[config.mk]
export PLATFORM = sky130hd
export DESIGN_NAME = sms_bus_top
export DESIGN_NICKNAME = d
export VERILOG_FILES = /design/src/logic/sms_pkg.sv /design/src/logic/sms_bus_decode.sv /design/src/logic/sms_vdp_port.sv /design/src/logic/sms_mapper.sv /design/src/logic/sms_read_mux.sv /design/src/logic/sms_bus_top.sv
export SDC_FILE = /design/constraint.sdc
export NUM_CORES = 1
export LEC_CHECK = 0
export ABC_AREA = 1
export BUFFER_PORTS_ARGS = -buffer_cell sky130_fd_sc_hd__buf_4
export CORE_AREA = 2 2 109 132
export DETAILED_ROUTE_END_ITERATION = 16
export DIE_AREA = 0 0 111 134
export PLACE_DENSITY = 0.79
export SETUP_SLACK_MARGIN = 0.15
export SLEW_MARGIN = 30
export SYNTH_ARGS = -nofsm -noshare
export SYNTH_HDL_FRONTEND = slang
export SYNTH_SLANG_ARGS = --single-unit
[constraint.sdc]
create_clock -name cpuClock -period 2.4 [get_ports cpuClock]
set_clock_uncertainty 0.15 [all_clocks]
set_input_delay 0.24 -clock cpuClock [delete_from_list [all_inputs] [get_ports cpuClock]]
set_output_delay 0.24 -clock cpuClock [all_outputs]
set_load 0.005 [all_outputs]
[src/logic/sms_pkg.sv]
package sms_pkg;

  // ============================================================
  // Bus types
  // ============================================================
  typedef logic [7:0]  byte_t;
  typedef logic [15:0] cpu_addr_t;
  typedef logic [13:0] vdp_addr_t;   // VRAM address and table bases
  typedef logic [21:0] rom_addr_t;   // Slot byte plus 14-bit offset
  typedef logic [2:0]  vdp_mode_t;   // Display mode 0 to 4

  // ============================================================
  // I/O ports
  // ============================================================
  // Encoded as {address[7:6], address[0]}
  typedef enum logic [2:0] {
    port_mem_ctrl  = 3'd0,
    port_joy_ctrl  = 3'd1,
    port_v_counter = 3'd2,
    port_psg       = 3'd3,  // Also H counter on read
    port_vdp_data  = 3'd4,
    port_vdp_ctrl  = 3'd5,
    port_joy_a     = 3'd6,
    port_joy_b     = 3'd7
  } io_port_e;

  // ============================================================
  // Register constants
  // ============================================================
  localparam int vdp_reg_count = 11;

  localparam byte_t mem_ctrl_reset = 8'hf7;  // BIOS enabled

  // Mapper registers at the top of RAM
  localparam cpu_addr_t mapper_misc_addr  = 16'hfffc;
  localparam cpu_addr_t mapper_slot0_addr = 16'hfffd;
  localparam cpu_addr_t mapper_slot1_addr = 16'hfffe;
  localparam cpu_addr_t mapper_slot2_addr = 16'hffff;

  // Status low field with no sprite overflow
  localparam logic [4:0] no_sprite5 = 5'h1f;

endpackage

[src/logic/sms_bus_decode.sv]
`timescale 1ns/1ns

module sms_bus_decode (
  input  logic                 cpuClock,
  input  logic                 n_hard_reset,
  input  logic                 i_cpu_clk_en,
  input  sms_pkg::cpu_addr_t   i_address,
  input  logic                 i_n_rd,
  input  logic                 i_n_wr,
  input  logic                 i_n_mreq,
  input  logic                 i_n_iorq,
  output logic                 o_cpu_edge,
  output logic                 o_io_rd,
  output logic                 o_io_wr,
  output logic                 o_mem_rd,
  output logic                 o_mem_wr,
  output sms_pkg::io_port_e    o_io_port
);

  logic r_clk_en_d;  // Enable seen last cycle

  // ============================================================
  // CPU edge strobe
  // ============================================================
  always_ff @(posedge cpuClock) begin
    if (!n_hard_reset) begin
      r_clk_en_d <= 1'b0;
    end else begin
      r_clk_en_d <= i_cpu_clk_en;
    end
  end

  // One cycle wide on each rising enable
  assign o_cpu_edge = i_cpu_clk_en && !r_clk_en_d;

  // ============================================================
  // Cycle qualification
  // ============================================================
  assign o_io_rd  = !i_n_iorq && !i_n_rd;
  assign o_io_wr  = !i_n_iorq && !i_n_wr;
  assign o_mem_rd = !i_n_mreq && !i_n_rd;
  assign o_mem_wr = !i_n_mreq && !i_n_wr;

  // Port pairs from bits 7:6, bit 0 picks within the pair
  assign o_io_port = sms_pkg::io_port_e'({i_address[7:6], i_address[0]});

  // The CPU never runs an I/O and a memory cycle at once
  a_io_mem_exclusive: assert property (
    @(posedge cpuClock) disable iff (!n_hard_reset)
    !((o_io_rd || o_io_wr) && (o_mem_rd || o_mem_wr))
  );

endmodule

[src/logic/sms_vdp_port.sv]
`timescale 1ns/1ns

module sms_vdp_port (
  input  logic                 cpuClock,
  input  logic                 n_hard_reset,
  input  logic                 i_cpu_edge,
  input  logic                 i_io_rd,
  input  logic                 i_io_wr,
  input  sms_pkg::io_port_e    i_io_port,
  input  sms_pkg::byte_t       i_data,
  output sms_pkg::vdp_addr_t   o_vdp_addr,
  output logic                 o_vdp_wr,
  output logic                 o_vdp_rd,
  output logic                 o_cram_selected,
  output sms_pkg::vdp_mode_t   o_mode,
  output sms_pkg::vdp_addr_t   o_name_table_addr,
  output sms_pkg::vdp_addr_t   o_color_table_addr,
  output sms_pkg::vdp_addr_t   o_pattern_addr,
  output sms_pkg::vdp_addr_t   o_sprite_attr_addr,
  output sms_pkg::vdp_addr_t   o_sprite_pattern_addr,
  output sms_pkg::byte_t       o_x_scroll,
  output sms_pkg::byte_t       o_y_scroll,
  output sms_pkg::byte_t       o_line_counter,
  output logic [3:0]           o_overscan_color,
  output logic                 o_video_on,
  output logic                 o_frame_irq_en
);

  sms_pkg::byte_t     r_vdp [sms_pkg::vdp_reg_count];
  sms_pkg::byte_t     r_first_byte;   // Latched first control byte
  logic               r_second_byte;
  logic               r_data_rd_d;    // Data read seen at last edge
  sms_pkg::vdp_addr_t r_addr;
  logic               r_cram;

  logic data_wr, data_rd, ctrl_wr, ctrl_rd;
  logic m1, m2, m3, m4;

  assign data_wr = i_io_wr && i_io_port == sms_pkg::port_vdp_data;
  assign data_rd = i_io_rd && i_io_port == sms_pkg::port_vdp_data;
  assign ctrl_wr = i_io_wr && i_io_port == sms_pkg::port_vdp_ctrl;
  assign ctrl_rd = i_io_rd && i_io_port == sms_pkg::port_vdp_ctrl;

  assign o_vdp_wr = data_wr && i_cpu_edge;
  assign o_vdp_rd = data_rd && i_cpu_edge;

  // ============================================================
  // Control port and address counter
  // ============================================================
  always_ff @(posedge cpuClock) begin
    if (!n_hard_reset) begin
      r_second_byte <= 1'b0;
      r_data_rd_d   <= 1'b0;
      r_cram        <= 1'b0;
      r_addr        <= '0;
      for (int i = 0; i < sms_pkg::vdp_reg_count; i++) r_vdp[i] <= '0;
    end else if (i_cpu_edge) begin
      r_data_rd_d <= data_rd;
      if (data_wr) r_addr <= r_addr + 1'b1;
      if (r_data_rd_d && !data_rd) r_addr <= r_addr + 1'b1;  // After the read ends

      if (ctrl_rd || data_rd || data_wr) r_second_byte <= 1'b0;

      if (ctrl_wr) begin
        r_second_byte <= !r_second_byte;
        if (!r_second_byte) begin
          r_first_byte <= i_data;
        end else if (!i_data[7]) begin
          r_addr <= {i_data[5:0], r_first_byte};  // VRAM, bit 6 ignored
          r_cram <= 1'b0;
        end else if (i_data[6] == 1'b0 && i_data[3:0] < sms_pkg::vdp_reg_count) begin
          r_vdp[i_data[3:0]] <= r_first_byte;
        end else begin
          // CRAM, also for out of range registers
          r_addr <= {8'd0, r_first_byte[5:0]};
          r_cram <= 1'b1;
        end
      end
    end
  end

  assign o_vdp_addr      = r_addr;
  assign o_cram_selected = r_cram;

  // ============================================================
  // Decoded register fields
  // ============================================================
  assign m1 = r_vdp[1][4];
  assign m2 = r_vdp[0][1];
  assign m3 = r_vdp[1][3];
  assign m4 = r_vdp[0][2];

  assign o_mode = m4 ? 3'd4 : m3 ? 3'd3 : m2 ? 3'd2 : m1 ? 3'd1 : 3'd0;

  assign o_name_table_addr  = {r_vdp[2][3:1], 11'd0};
  assign o_color_table_addr = (o_mode == 3'd2) ? {r_vdp[3][7], 13'd0} : {r_vdp[3], 6'd0};
  assign o_pattern_addr     = (o_mode == 3'd4) ? 14'd0 :
                              (o_mode == 3'd2) ? {r_vdp[4][2], 13'd0} :
                                                 {r_vdp[4][2:0], 11'd0};
  assign o_sprite_attr_addr    = {r_vdp[5][6:1], 8'd0};
  assign o_sprite_pattern_addr = (o_mode == 3'd4) ? {r_vdp[6][2], 13'd0} :
                                                    {r_vdp[6][2:0], 11'd0};

  assign o_overscan_color = r_vdp[7][3:0];
  assign o_x_scroll       = r_vdp[8];
  assign o_y_scroll       = r_vdp[9];
  assign o_line_counter   = r_vdp[10];
  assign o_video_on       = r_vdp[1][6];
  assign o_frame_irq_en   = r_vdp[1][5];  // Vertical retrace interrupt

  a_no_rd_wr_overlap: assert property (
    @(posedge cpuClock) disable iff (!n_hard_reset)
    !(o_vdp_wr && o_vdp_rd)
  );

endmodule

[src/logic/sms_mapper.sv]
`timescale 1ns/1ns

module sms_mapper #(
  parameter int ram_addr_bits = 13
) (
  input  logic                     cpuClock,
  input  logic                     n_hard_reset,
  input  logic                     i_cpu_edge,
  input  logic                     i_mem_wr,
  input  logic                     i_io_wr,
  input  sms_pkg::io_port_e        i_io_port,
  input  sms_pkg::cpu_addr_t       i_address,
  input  sms_pkg::byte_t           i_data,
  output sms_pkg::rom_addr_t       o_rom_addr,
  output logic [ram_addr_bits-1:0] o_ram_addr,
  output logic                     o_ram_we,
  output logic                     o_bios_selected,
  output logic                     o_psg_we
);

  sms_pkg::byte_t r_mem_ctrl;
  sms_pkg::byte_t r_misc;
  sms_pkg::byte_t r_slot0, r_slot1, r_slot2;
  sms_pkg::byte_t bank;

  // ============================================================
  // Mapper registers
  // ============================================================
  always_ff @(posedge cpuClock) begin
    if (!n_hard_reset) begin
      r_mem_ctrl <= sms_pkg::mem_ctrl_reset;
      r_misc     <= '0;
      r_slot0    <= 8'd0;
      r_slot1    <= 8'd1;
      r_slot2    <= 8'd2;
    end else if (i_cpu_edge) begin
      if (i_io_wr && i_io_port == sms_pkg::port_mem_ctrl) r_mem_ctrl <= i_data;
      if (i_mem_wr) begin
        case (i_address)
          sms_pkg::mapper_misc_addr:  r_misc  <= i_data;
          sms_pkg::mapper_slot0_addr: r_slot0 <= i_data;
          sms_pkg::mapper_slot1_addr: r_slot1 <= i_data;
          sms_pkg::mapper_slot2_addr: r_slot2 <= i_data;
          default: ;
        endcase
      end
    end
  end

  // Slot by quarter, top quarter is RAM and maps to itself
  always_comb begin
    case (i_address[15:14])
      2'd0:    bank = r_slot0;
      2'd1:    bank = r_slot1;
      2'd2:    bank = r_slot2;
      default: bank = 8'd3;
    endcase
  end

  assign o_rom_addr = {bank + {6'd0, r_misc[1:0]}, i_address[13:0]};  // Bank shift from FFFC

  assign o_ram_addr      = i_address[ram_addr_bits-1:0];  // Mirrored over C000-FFFF
  assign o_ram_we        = i_mem_wr && i_address[15:14] == 2'b11;
  assign o_bios_selected = !r_mem_ctrl[3];
  assign o_psg_we        = i_cpu_edge && i_io_wr && i_io_port == sms_pkg::port_psg;

  // One PSG write per CPU write cycle
  a_psg_we_single: assert property (
    @(posedge cpuClock) disable iff (!n_hard_reset)
    o_psg_we |=> !o_psg_we
  );

endmodule

[src/logic/sms_read_mux.sv]
`timescale 1ns/1ns

module sms_read_mux (
  input  logic                 cpuClock,
  input  logic                 n_hard_reset,
  input  logic                 i_cpu_edge,
  input  logic                 i_io_rd,
  input  logic                 i_mem_rd,
  input  sms_pkg::io_port_e    i_io_port,
  input  sms_pkg::cpu_addr_t   i_address,
  input  logic                 i_bios_selected,
  input  sms_pkg::byte_t       i_bios_data,
  input  sms_pkg::byte_t       i_rom_data,
  input  sms_pkg::byte_t       i_ram_data,
  input  sms_pkg::byte_t       i_vdp_rdata,
  input  sms_pkg::byte_t       i_v_counter,
  input  sms_pkg::byte_t       i_h_counter,
  input  logic [5:0]           i_buttons,
  input  logic                 i_frame_irq,
  input  logic                 i_sprite_collision,
  input  logic                 i_too_many_sprites,
  input  logic [4:0]           i_sprite5,
  output sms_pkg::byte_t       o_cpu_data_in
);

  logic           r_frame_flag;
  logic           r_collision_flag;
  logic           r_status_rd_d;
  logic           status_rd;
  sms_pkg::byte_t status;
  sms_pkg::byte_t joy_data;

  assign status_rd = i_io_rd && i_io_port == sms_pkg::port_vdp_ctrl;

  // ============================================================
  // Sticky status flags
  // ============================================================
  always_ff @(posedge cpuClock) begin
    if (!n_hard_reset) begin
      r_frame_flag     <= 1'b0;
      r_collision_flag <= 1'b0;
      r_status_rd_d    <= 1'b0;
    end else begin
      if (i_frame_irq) r_frame_flag <= 1'b1;
      if (i_sprite_collision) r_collision_flag <= 1'b1;
      if (i_cpu_edge) begin
        r_status_rd_d <= status_rd;
        if (r_status_rd_d && !status_rd) begin  // Status read just ended
          r_frame_flag     <= 1'b0;
          r_collision_flag <= 1'b0;
        end
      end
    end
  end

  assign status = {r_frame_flag, i_too_many_sprites, r_collision_flag,
                   i_too_many_sprites ? i_sprite5 : sms_pkg::no_sprite5};

  assign joy_data = {2'b00, ~i_buttons};  // Buttons read active low

  // ============================================================
  // Read data select
  // ============================================================
  always_comb begin
    o_cpu_data_in = i_ram_data;
    if (i_io_rd && i_io_port == sms_pkg::port_vdp_data) begin
      o_cpu_data_in = i_vdp_rdata;
    end else if (status_rd) begin
      o_cpu_data_in = status;
    end else if (i_io_rd && (i_io_port == sms_pkg::port_joy_a ||
                             i_io_port == sms_pkg::port_joy_b)) begin
      o_cpu_data_in = joy_data;
    end else if (i_io_rd && i_io_port == sms_pkg::port_v_counter) begin
      o_cpu_data_in = i_v_counter;
    end else if (i_io_rd && i_io_port == sms_pkg::port_psg) begin
      o_cpu_data_in = i_h_counter;
    end else if (i_mem_rd && i_address[15:14] != 2'b11) begin
      o_cpu_data_in = i_bios_selected ? i_bios_data : i_rom_data;
    end
  end

  // Every status read spans at least one CPU edge
  a_status_rd_seen: assert property (
    @(posedge cpuClock) disable iff (!n_hard_reset)
    $fell(status_rd) |-> r_status_rd_d
  );

endmodule

[src/logic/sms_bus_top.sv]
`timescale 1ns/1ns

module sms_bus_top #(
  parameter int ram_addr_bits = 13
) (
  input  logic                     cpuClock,
  input  logic                     n_hard_reset,
  input  logic                     i_cpu_clk_en,
  input  sms_pkg::cpu_addr_t       i_address,
  input  logic                     i_n_rd,
  input  logic                     i_n_wr,
  input  logic                     i_n_mreq,
  input  logic                     i_n_iorq,
  input  sms_pkg::byte_t           i_data,
  input  sms_pkg::byte_t           i_bios_data,
  input  sms_pkg::byte_t           i_rom_data,
  input  sms_pkg::byte_t           i_ram_data,
  input  sms_pkg::byte_t           i_vdp_rdata,
  input  sms_pkg::byte_t           i_v_counter,
  input  sms_pkg::byte_t           i_h_counter,
  input  logic [5:0]               i_buttons,
  input  logic                     i_frame_irq,
  input  logic                     i_sprite_collision,
  input  logic                     i_too_many_sprites,
  input  logic [4:0]               i_sprite5,
  output sms_pkg::vdp_addr_t       o_vdp_addr,
  output logic                     o_vdp_wr,
  output logic                     o_vdp_rd,
  output logic                     o_cram_selected,
  output sms_pkg::vdp_mode_t       o_mode,
  output sms_pkg::vdp_addr_t       o_name_table_addr,
  output sms_pkg::vdp_addr_t       o_color_table_addr,
  output sms_pkg::vdp_addr_t       o_pattern_addr,
  output sms_pkg::vdp_addr_t       o_sprite_attr_addr,
  output sms_pkg::vdp_addr_t       o_sprite_pattern_addr,
  output sms_pkg::byte_t           o_x_scroll,
  output sms_pkg::byte_t           o_y_scroll,
  output sms_pkg::byte_t           o_line_counter,
  output logic [3:0]               o_overscan_color,
  output logic                     o_video_on,
  output logic                     o_frame_irq_en,
  output sms_pkg::rom_addr_t       o_rom_addr,
  output logic [ram_addr_bits-1:0] o_ram_addr,
  output logic                     o_ram_we,
  output logic                     o_psg_we,
  output sms_pkg::byte_t           o_cpu_data_in
);

  logic              cpu_edge;
  logic              io_rd, io_wr, mem_rd, mem_wr;
  sms_pkg::io_port_e io_port;
  logic              bios_selected;

  sms_bus_decode u_decode (
    .cpuClock, .n_hard_reset, .i_cpu_clk_en, .i_address,
    .i_n_rd, .i_n_wr, .i_n_mreq, .i_n_iorq,
    .o_cpu_edge(cpu_edge), .o_io_rd(io_rd), .o_io_wr(io_wr),
    .o_mem_rd(mem_rd), .o_mem_wr(mem_wr), .o_io_port(io_port)
  );

  sms_vdp_port u_vdp_port (
    .cpuClock, .n_hard_reset, .i_cpu_edge(cpu_edge), .i_io_rd(io_rd), .i_io_wr(io_wr),
    .i_io_port(io_port), .i_data, .o_vdp_addr, .o_vdp_wr, .o_vdp_rd, .o_cram_selected,
    .o_mode, .o_name_table_addr, .o_color_table_addr, .o_pattern_addr,
    .o_sprite_attr_addr, .o_sprite_pattern_addr, .o_x_scroll, .o_y_scroll,
    .o_line_counter, .o_overscan_color, .o_video_on, .o_frame_irq_en
  );

  sms_mapper #(.ram_addr_bits(ram_addr_bits)) u_mapper (
    .cpuClock, .n_hard_reset, .i_cpu_edge(cpu_edge), .i_mem_wr(mem_wr), .i_io_wr(io_wr),
    .i_io_port(io_port), .i_address, .i_data, .o_rom_addr, .o_ram_addr, .o_ram_we,
    .o_bios_selected(bios_selected), .o_psg_we
  );

  sms_read_mux u_read_mux (
    .cpuClock, .n_hard_reset, .i_cpu_edge(cpu_edge), .i_io_rd(io_rd), .i_mem_rd(mem_rd),
    .i_io_port(io_port), .i_address, .i_bios_selected(bios_selected), .i_bios_data,
    .i_rom_data, .i_ram_data, .i_vdp_rdata, .i_v_counter, .i_h_counter, .i_buttons,
    .i_frame_irq, .i_sprite_collision, .i_too_many_sprites, .i_sprite5, .o_cpu_data_in
  );

endmodule

# --- After elaboration in Yosys (flattened, before gate mapping) ---
# Memory sizes are Yosys's and may differ from the RTL's.
# Cells that the tools add are included.
totals:
  rom_bits: 0
  ram_bits: 88
  out_inout_bits: 165
  n_memories: 1
  inputBits: 93
  latch_bits: 0
  elab_cells: 127
  reg_bits: 59
op_classes:
  div_mod_pow: 0
  n_eq_ne: 17
  n_reduce_logical: 45
  mux: 44
  magnitude_cmp: 1
  shifts: 0
  n_addsub: 2
  n_mul: 0
  bitwise_logic: 3
memory_table:
  columns: ["memory", "words", "width", "read_ports", "rd_ports_with_merged_regs", "wr", "line", "text"]
  rows:
  - ["u_vdp_port.r_vdp", 11, 8, 11, 0, 11, "sms_vdp_port.sv:29", "sms_pkg::byte_t r_vdp [sms_pkg::vdp_reg_count];"]
ops:
  columns: ["op", "n"]
  rows:
  - ["two-way mux 14 bit", 7]
  - ["== test 16 bit (second input constant)", 4]
  - ["two-way mux 8 bit", 8]
  - ["two-way mux 13 bit", 3]
  - ["one-hot mux 8 bit (3 select lines)", 1]
  - ["logical AND 1 bit", 22]
  - ["two-way mux 1 bit", 20]
  - ["== test 3 bit (second input constant)", 5]
  - ["adder 14 x 1 -> 14 bit (second input constant)", 1]
  - ["AND reduction 3 bit", 4]
  - ["== test 3 x 2 -> 1 bit (second input constant)", 3]
  - ["two-way mux 3 bit", 3]
  - ["adder 8 x 2 -> 8 bit", 1]
  - ["logical NOT 1 bit", 8]
  - ["AND reduction 4 bit", 2]
  - ["OR reduction 8 bit", 1]
  - ["NOT 6 bit", 1]
  - ["two-way mux 5 bit", 1]
  - ["== test 2 bit (second input constant)", 2]
  - ["less-than comparator 4 bit (second input constant)", 1]
  - ["two-way mux 4 bit", 1]
  - ["!= test 2 bit (second input constant)", 2]
  - ["AND reduction 2 bit", 2]
  - ["logical NOT 3 bit", 1]
  - ["other kinds (5)", 8]

# --- Longest topological paths before layout ---
depth:
  depth_word: 11
  ltp_mapped: 11
  mapped_depth_nobuf: 11

# --- Modules after synthesis ---
# Synthesis repeated with hierarchy kept, for this count alone.
unflattened:
  hier_cells: 961
  area_unflattened_um2: 6915.4
modules_own_cells:
  columns: ["module", "area_per_inst_um2", "seq_area_each_um2", "n_inst", "cells_each"]
  rows:
  - ["sms_vdp_port", 4172.8, 2212.1, 1, 491]
  - ["sms_mapper", 1848.0, 540.5, 1, 281]
  - ["sms_read_mux", 819.5, 60.1, 1, 177]
  - ["sms_bus_decode", 75.1, 20.0, 1, 12]

# --- Least setup slack after synthesis ---
# Ideal clock, no wire load.
synth_timing:
  path_kind: "input-to-reg"
  startpoint: "input port i_n_iorq"
  endpoint: "register u_vdp_port.r_first_byte[0], enable pin"
  path_slack_ps: 443
  path_buffers: 0
  stages: 4
  setup_ps: 383
  arrival_time_ps: 1423
  required_time_ps: 1867
  cell_sequence: "nor2_1 nand2_1 or2_2 nor3_1"
synth_between:
  elab_chain_len: 4
synth_lines:
  columns: ["item", "line", "text"]
  rows:
  - ["from (decl)", "sms_bus_top.sv:13", "input logic i_n_iorq,"]
  - ["logical NOT 1 bit", "sms_bus_decode.sv:40", "assign o_io_wr = !i_n_iorq && !i_n_wr;"]
  - ["logical AND 1 bit", "sms_bus_decode.sv:40", null]
  - ["logical AND 1 bit", "sms_vdp_port.sv:41", "assign ctrl_wr = i_io_wr && i_io_port == sms_pkg::port_vdp_ctrl;"]
  - ["AND reduction 4 bit (no source line)", null, null]
  - ["to (signal assigned)", "sms_vdp_port.sv:67", "r_first_byte <= i_data;"]
  - ["to (decl)", "sms_vdp_port.sv:30", "sms_pkg::byte_t r_first_byte;"]
# Every way passes these cells.
# A chain may end at the register's enable or synchronous reset.

# --- Worst setup path after layout ---
layout_timing:
  startpoint: "register u_mapper.r_slot2[1]"
  endpoint: "output port o_rom_addr[21]"
layout_between:
  elab_chain_len: 2
layout_lines:
  columns: ["item", "line", "text"]
  rows:
  - ["from (decl)", "sms_mapper.sv:23", "sms_pkg::byte_t r_slot0, r_slot1, r_slot2;"]
  - ["from (signal assigned)", "sms_mapper.sv:43", "sms_pkg::mapper_slot2_addr: r_slot2 <= i_data;"]
  - ["one-hot mux 8 bit (3 select lines)", "sms_mapper.sv:52", "case (i_address[15:14])"]
  - ["adder 8 x 2 -> 8 bit", "sms_mapper.sv:60", "assign o_rom_addr = {bank + {6'd0, r_misc[1:0]}, i_address[13:0]};"]
  - ["to (decl)", "sms_bus_top.sv:42", "output sms_pkg::rom_addr_t o_rom_addr,"]
# Every way passes these cells.

==> flow_summary.yaml <==
clock_network:
  clockRootBuffer: "clkbuf_16"
  numCtsBuffers: 17
  tritoncts: "done"
  ctsLongestPathBuffers: 2
  h-tree-depth: 4
  insertion_delay_ns: 0.41
  path_clk_slew_ns: 0.05
  cts.sinks: 113
floorplan:
  core_um2: 13600
  rows: 47
  die_width_um: 111
  dieArea_um2: 14900
  boundaryPins: 258
  die_h_um: 134
  initial_core_util_pct: 48.3
cells_and_area:
  area_growth_syn_to_layout_pct: 36.6
  fillCellCount: 1130
  final_common_cell: "buf_4"
  seq_area_um2: 2840
  n_antenna_cell: 0
  finalNetCount: 1175
  final_cell_mix: "buf_4 (228), nand2_1 (153), nor2_1 (127)"
  drive_above_1_share_pct: 30.8
  final_area_um2: 8970
  multi_input_area_um2: 2940
route:
  first_pass_iters: 5
  wl_per_cell_um: 15.9
  vias: 6474
  drc: 0
  drt_iter0_markers: 415
  vias_per_cell: 5.13
  wl_um: 20000
  postRouteAntennaNets: 0
sta:
  hold_viol_final: 0
  rsz0062_at_grt: "true"
  worst_slack_ns: -0.0120
  period_share_pct: 101
  slew_violations: 0
  max_freq_mhz: 415
  fin_crit_ns: 2.41
  setup_viol_count_final: 1
setup_path:
  startpoint_type: "register"
  cp-end-kind: "output pin"
  crit_arrival_ns: 2.02
  required_ns: 2.01
  crit_type: "reg2out"
  cp_max_fo: 2
synthesis:
  synth_seq_cells: 113
  synth_largest_area_cell: "edfxtp_1"
  synth_top_cells_by_area: "edfxtp_1 (26%), dfxtp_1 (17%), nand2_1 (9.6%)"
  ys_types: 39
  yosysSeqAreaShare_pct: 43.1
  synth_warnings: 0
  netlist_area_um2: 6570
  syn_area_per_cell_um2: 7.61
  syn_inst: 863
  netlist.area_leader.share_pct: 26.1
min_path:
  hp-class: "in2reg"
global_routing:
  grt_pass1_wl_um: 30300
  grtUsageTotal_pct: 26.0
  grt_pass1_vias: 6222
  overflow: 0
  grt_start_max_net_pins: 28
  antenna_found_initial: 0
place:
  io_buffers: 210
  placed_area_um2: 7980
  routabilityCongestion: 0.903
  dpl.hpwl_um: 14900
power:
  ir_worst_vdd_v: 0.000531
  finalPower_uw: 5330
  power-per-cell-area_nw_per_um2: 595
  leakage_uw: 0.00426
outcome:
  violations: "negative setup slack"
  status: "finished, violations left"
job:
  maxCapViolCount: 0
[power breakdown]
group          total, uW  leakage [uW]  switching (uW)  internal [uW]
clock network       2630      0.000292             906           1730
logic                606       0.00293             316            290
registers           2100       0.00103            29.8           2070
[timing repair]
item | CTS | global route
pin swaps | 12 | 15
gates cloned | 0 | 1
hold buffers | 14 | 0
hold endpoints to repair | 15 | 0
setup endpoints to repair | 8 | 66
gates resized for setup | 13 | 45
setup buffers | 2 | 3
[logic make-up after synthesis]
kind of cell	after synthesis	share of synthesized area [%]
xor gates and xnor gates	6	0.801
DFF	113	43.1
buffers and inverters	215	17.0
adders and majority gates	4	0.877
AOI/OAI and AO/OA	124	11.2
other	1	0.0571
and+or+nand+nor	400	27.0
[metal layers]
metal / vias up / wire [um] / GRT usage, %
met1: 2918 / 6900 / 26.5
li1: 3112 / - / -
met4: 0 / 951 / 14.5
met2: 378 / 10600 / 49.5
met3: 66 / 1580 / 4.88
met5: - / 0 / 0
[sequential cells by signal, summed over array words and instances (netlist names)]
register,count
u_vdp_port.r_vdp,57
u_vdp_port.o_cram_selected,1
u_vdp_port.r_first_byte,8
u_mapper.r_misc,2
u_read_mux.r_collision_flag,1
u_mapper.r_slot0,8
u_read_mux.r_frame_flag,1
u_read_mux.r_status_rd_d,1
u_vdp_port.o_vdp_addr,14
u_mapper.r_mem_ctrl,1
u_decode.r_clk_en_d,1
u_mapper.r_slot1,8
u_vdp_port.r_data_rd_d,1
u_mapper.r_slot2,8
u_vdp_port.r_second_byte,1
[synth_stat cells (all sizes together)]
cell type    n
a211oi      22
a21o         2
a21oi       32
a22o         1
a311oi       1
a31oi        1
a41oi        1
buf         86
clkbuf      11
clkinv       2
conb         1
dfxtp       56
edfxtp      57
fa           1
ha           3
inv        116
nand2      178
nand3       53
nand4       12
nor2       139
nor3        12
nor4         1
o211ai       9
o21ai       46
o21bai       5
o22ai        4
or2          5
xnor2        3
xor2         3
[critical path, stage by stage, from the launching register on]
cell	delay, ns
dfxtp_2	0.32
o21ai_2	0.13
nand3_2	0.14
ha_4	0.28
a21o_1	0.12
nand2_2	0.08
nor2_4	0.13
nand4_1	0.10
xor2_1	0.17
buf_4	0.13
[metrics by stage]
stage	setup TNS [ns]	setup slack, ns	hold WS, ns	cells	util [%]
after floorplan	0	0.443	0.189	909	-
after global placement	0	0.225	0.278	1210	58.8
after detailed placement	0	0.180	0.279	1210	58.8
after CTS	0	0.00429	0.0178	1258	64.6
after global routing	-0.373	-0.129	0.0398	1262	66.0
final	-0.0120	-0.0120	0.0387	1262	66.0
[area by class of cell]
type	count	area share [%]
clock buffer	17	4.74
clock inverter	15	2.13
inverter	118	5.02
multi-input combinational	581	32.7
sequential	113	31.7
tap	171	2.39
timing repair buffer	246	21.2
timing repair inverter	1	0.0837
[final timing paths]
kind	from	slack (ns)	end	cells past startpoint
hold reg to reg	u_vdp_port.o_cram_selected	0.30	u_vdp_port.o_cram_selected	2
setup reg to reg	u_vdp_port.o_vdp_addr[0]	0.47	u_vdp_port.o_vdp_addr[12]	9
setup / recovery	u_mapper.r_slot2[1]	-0.01	o_rom_addr[21]	9
hold / removal	i_address[7]	0.04	u_mapper.r_mem_ctrl[3]	3
Power figures use the tool's default switching activity.
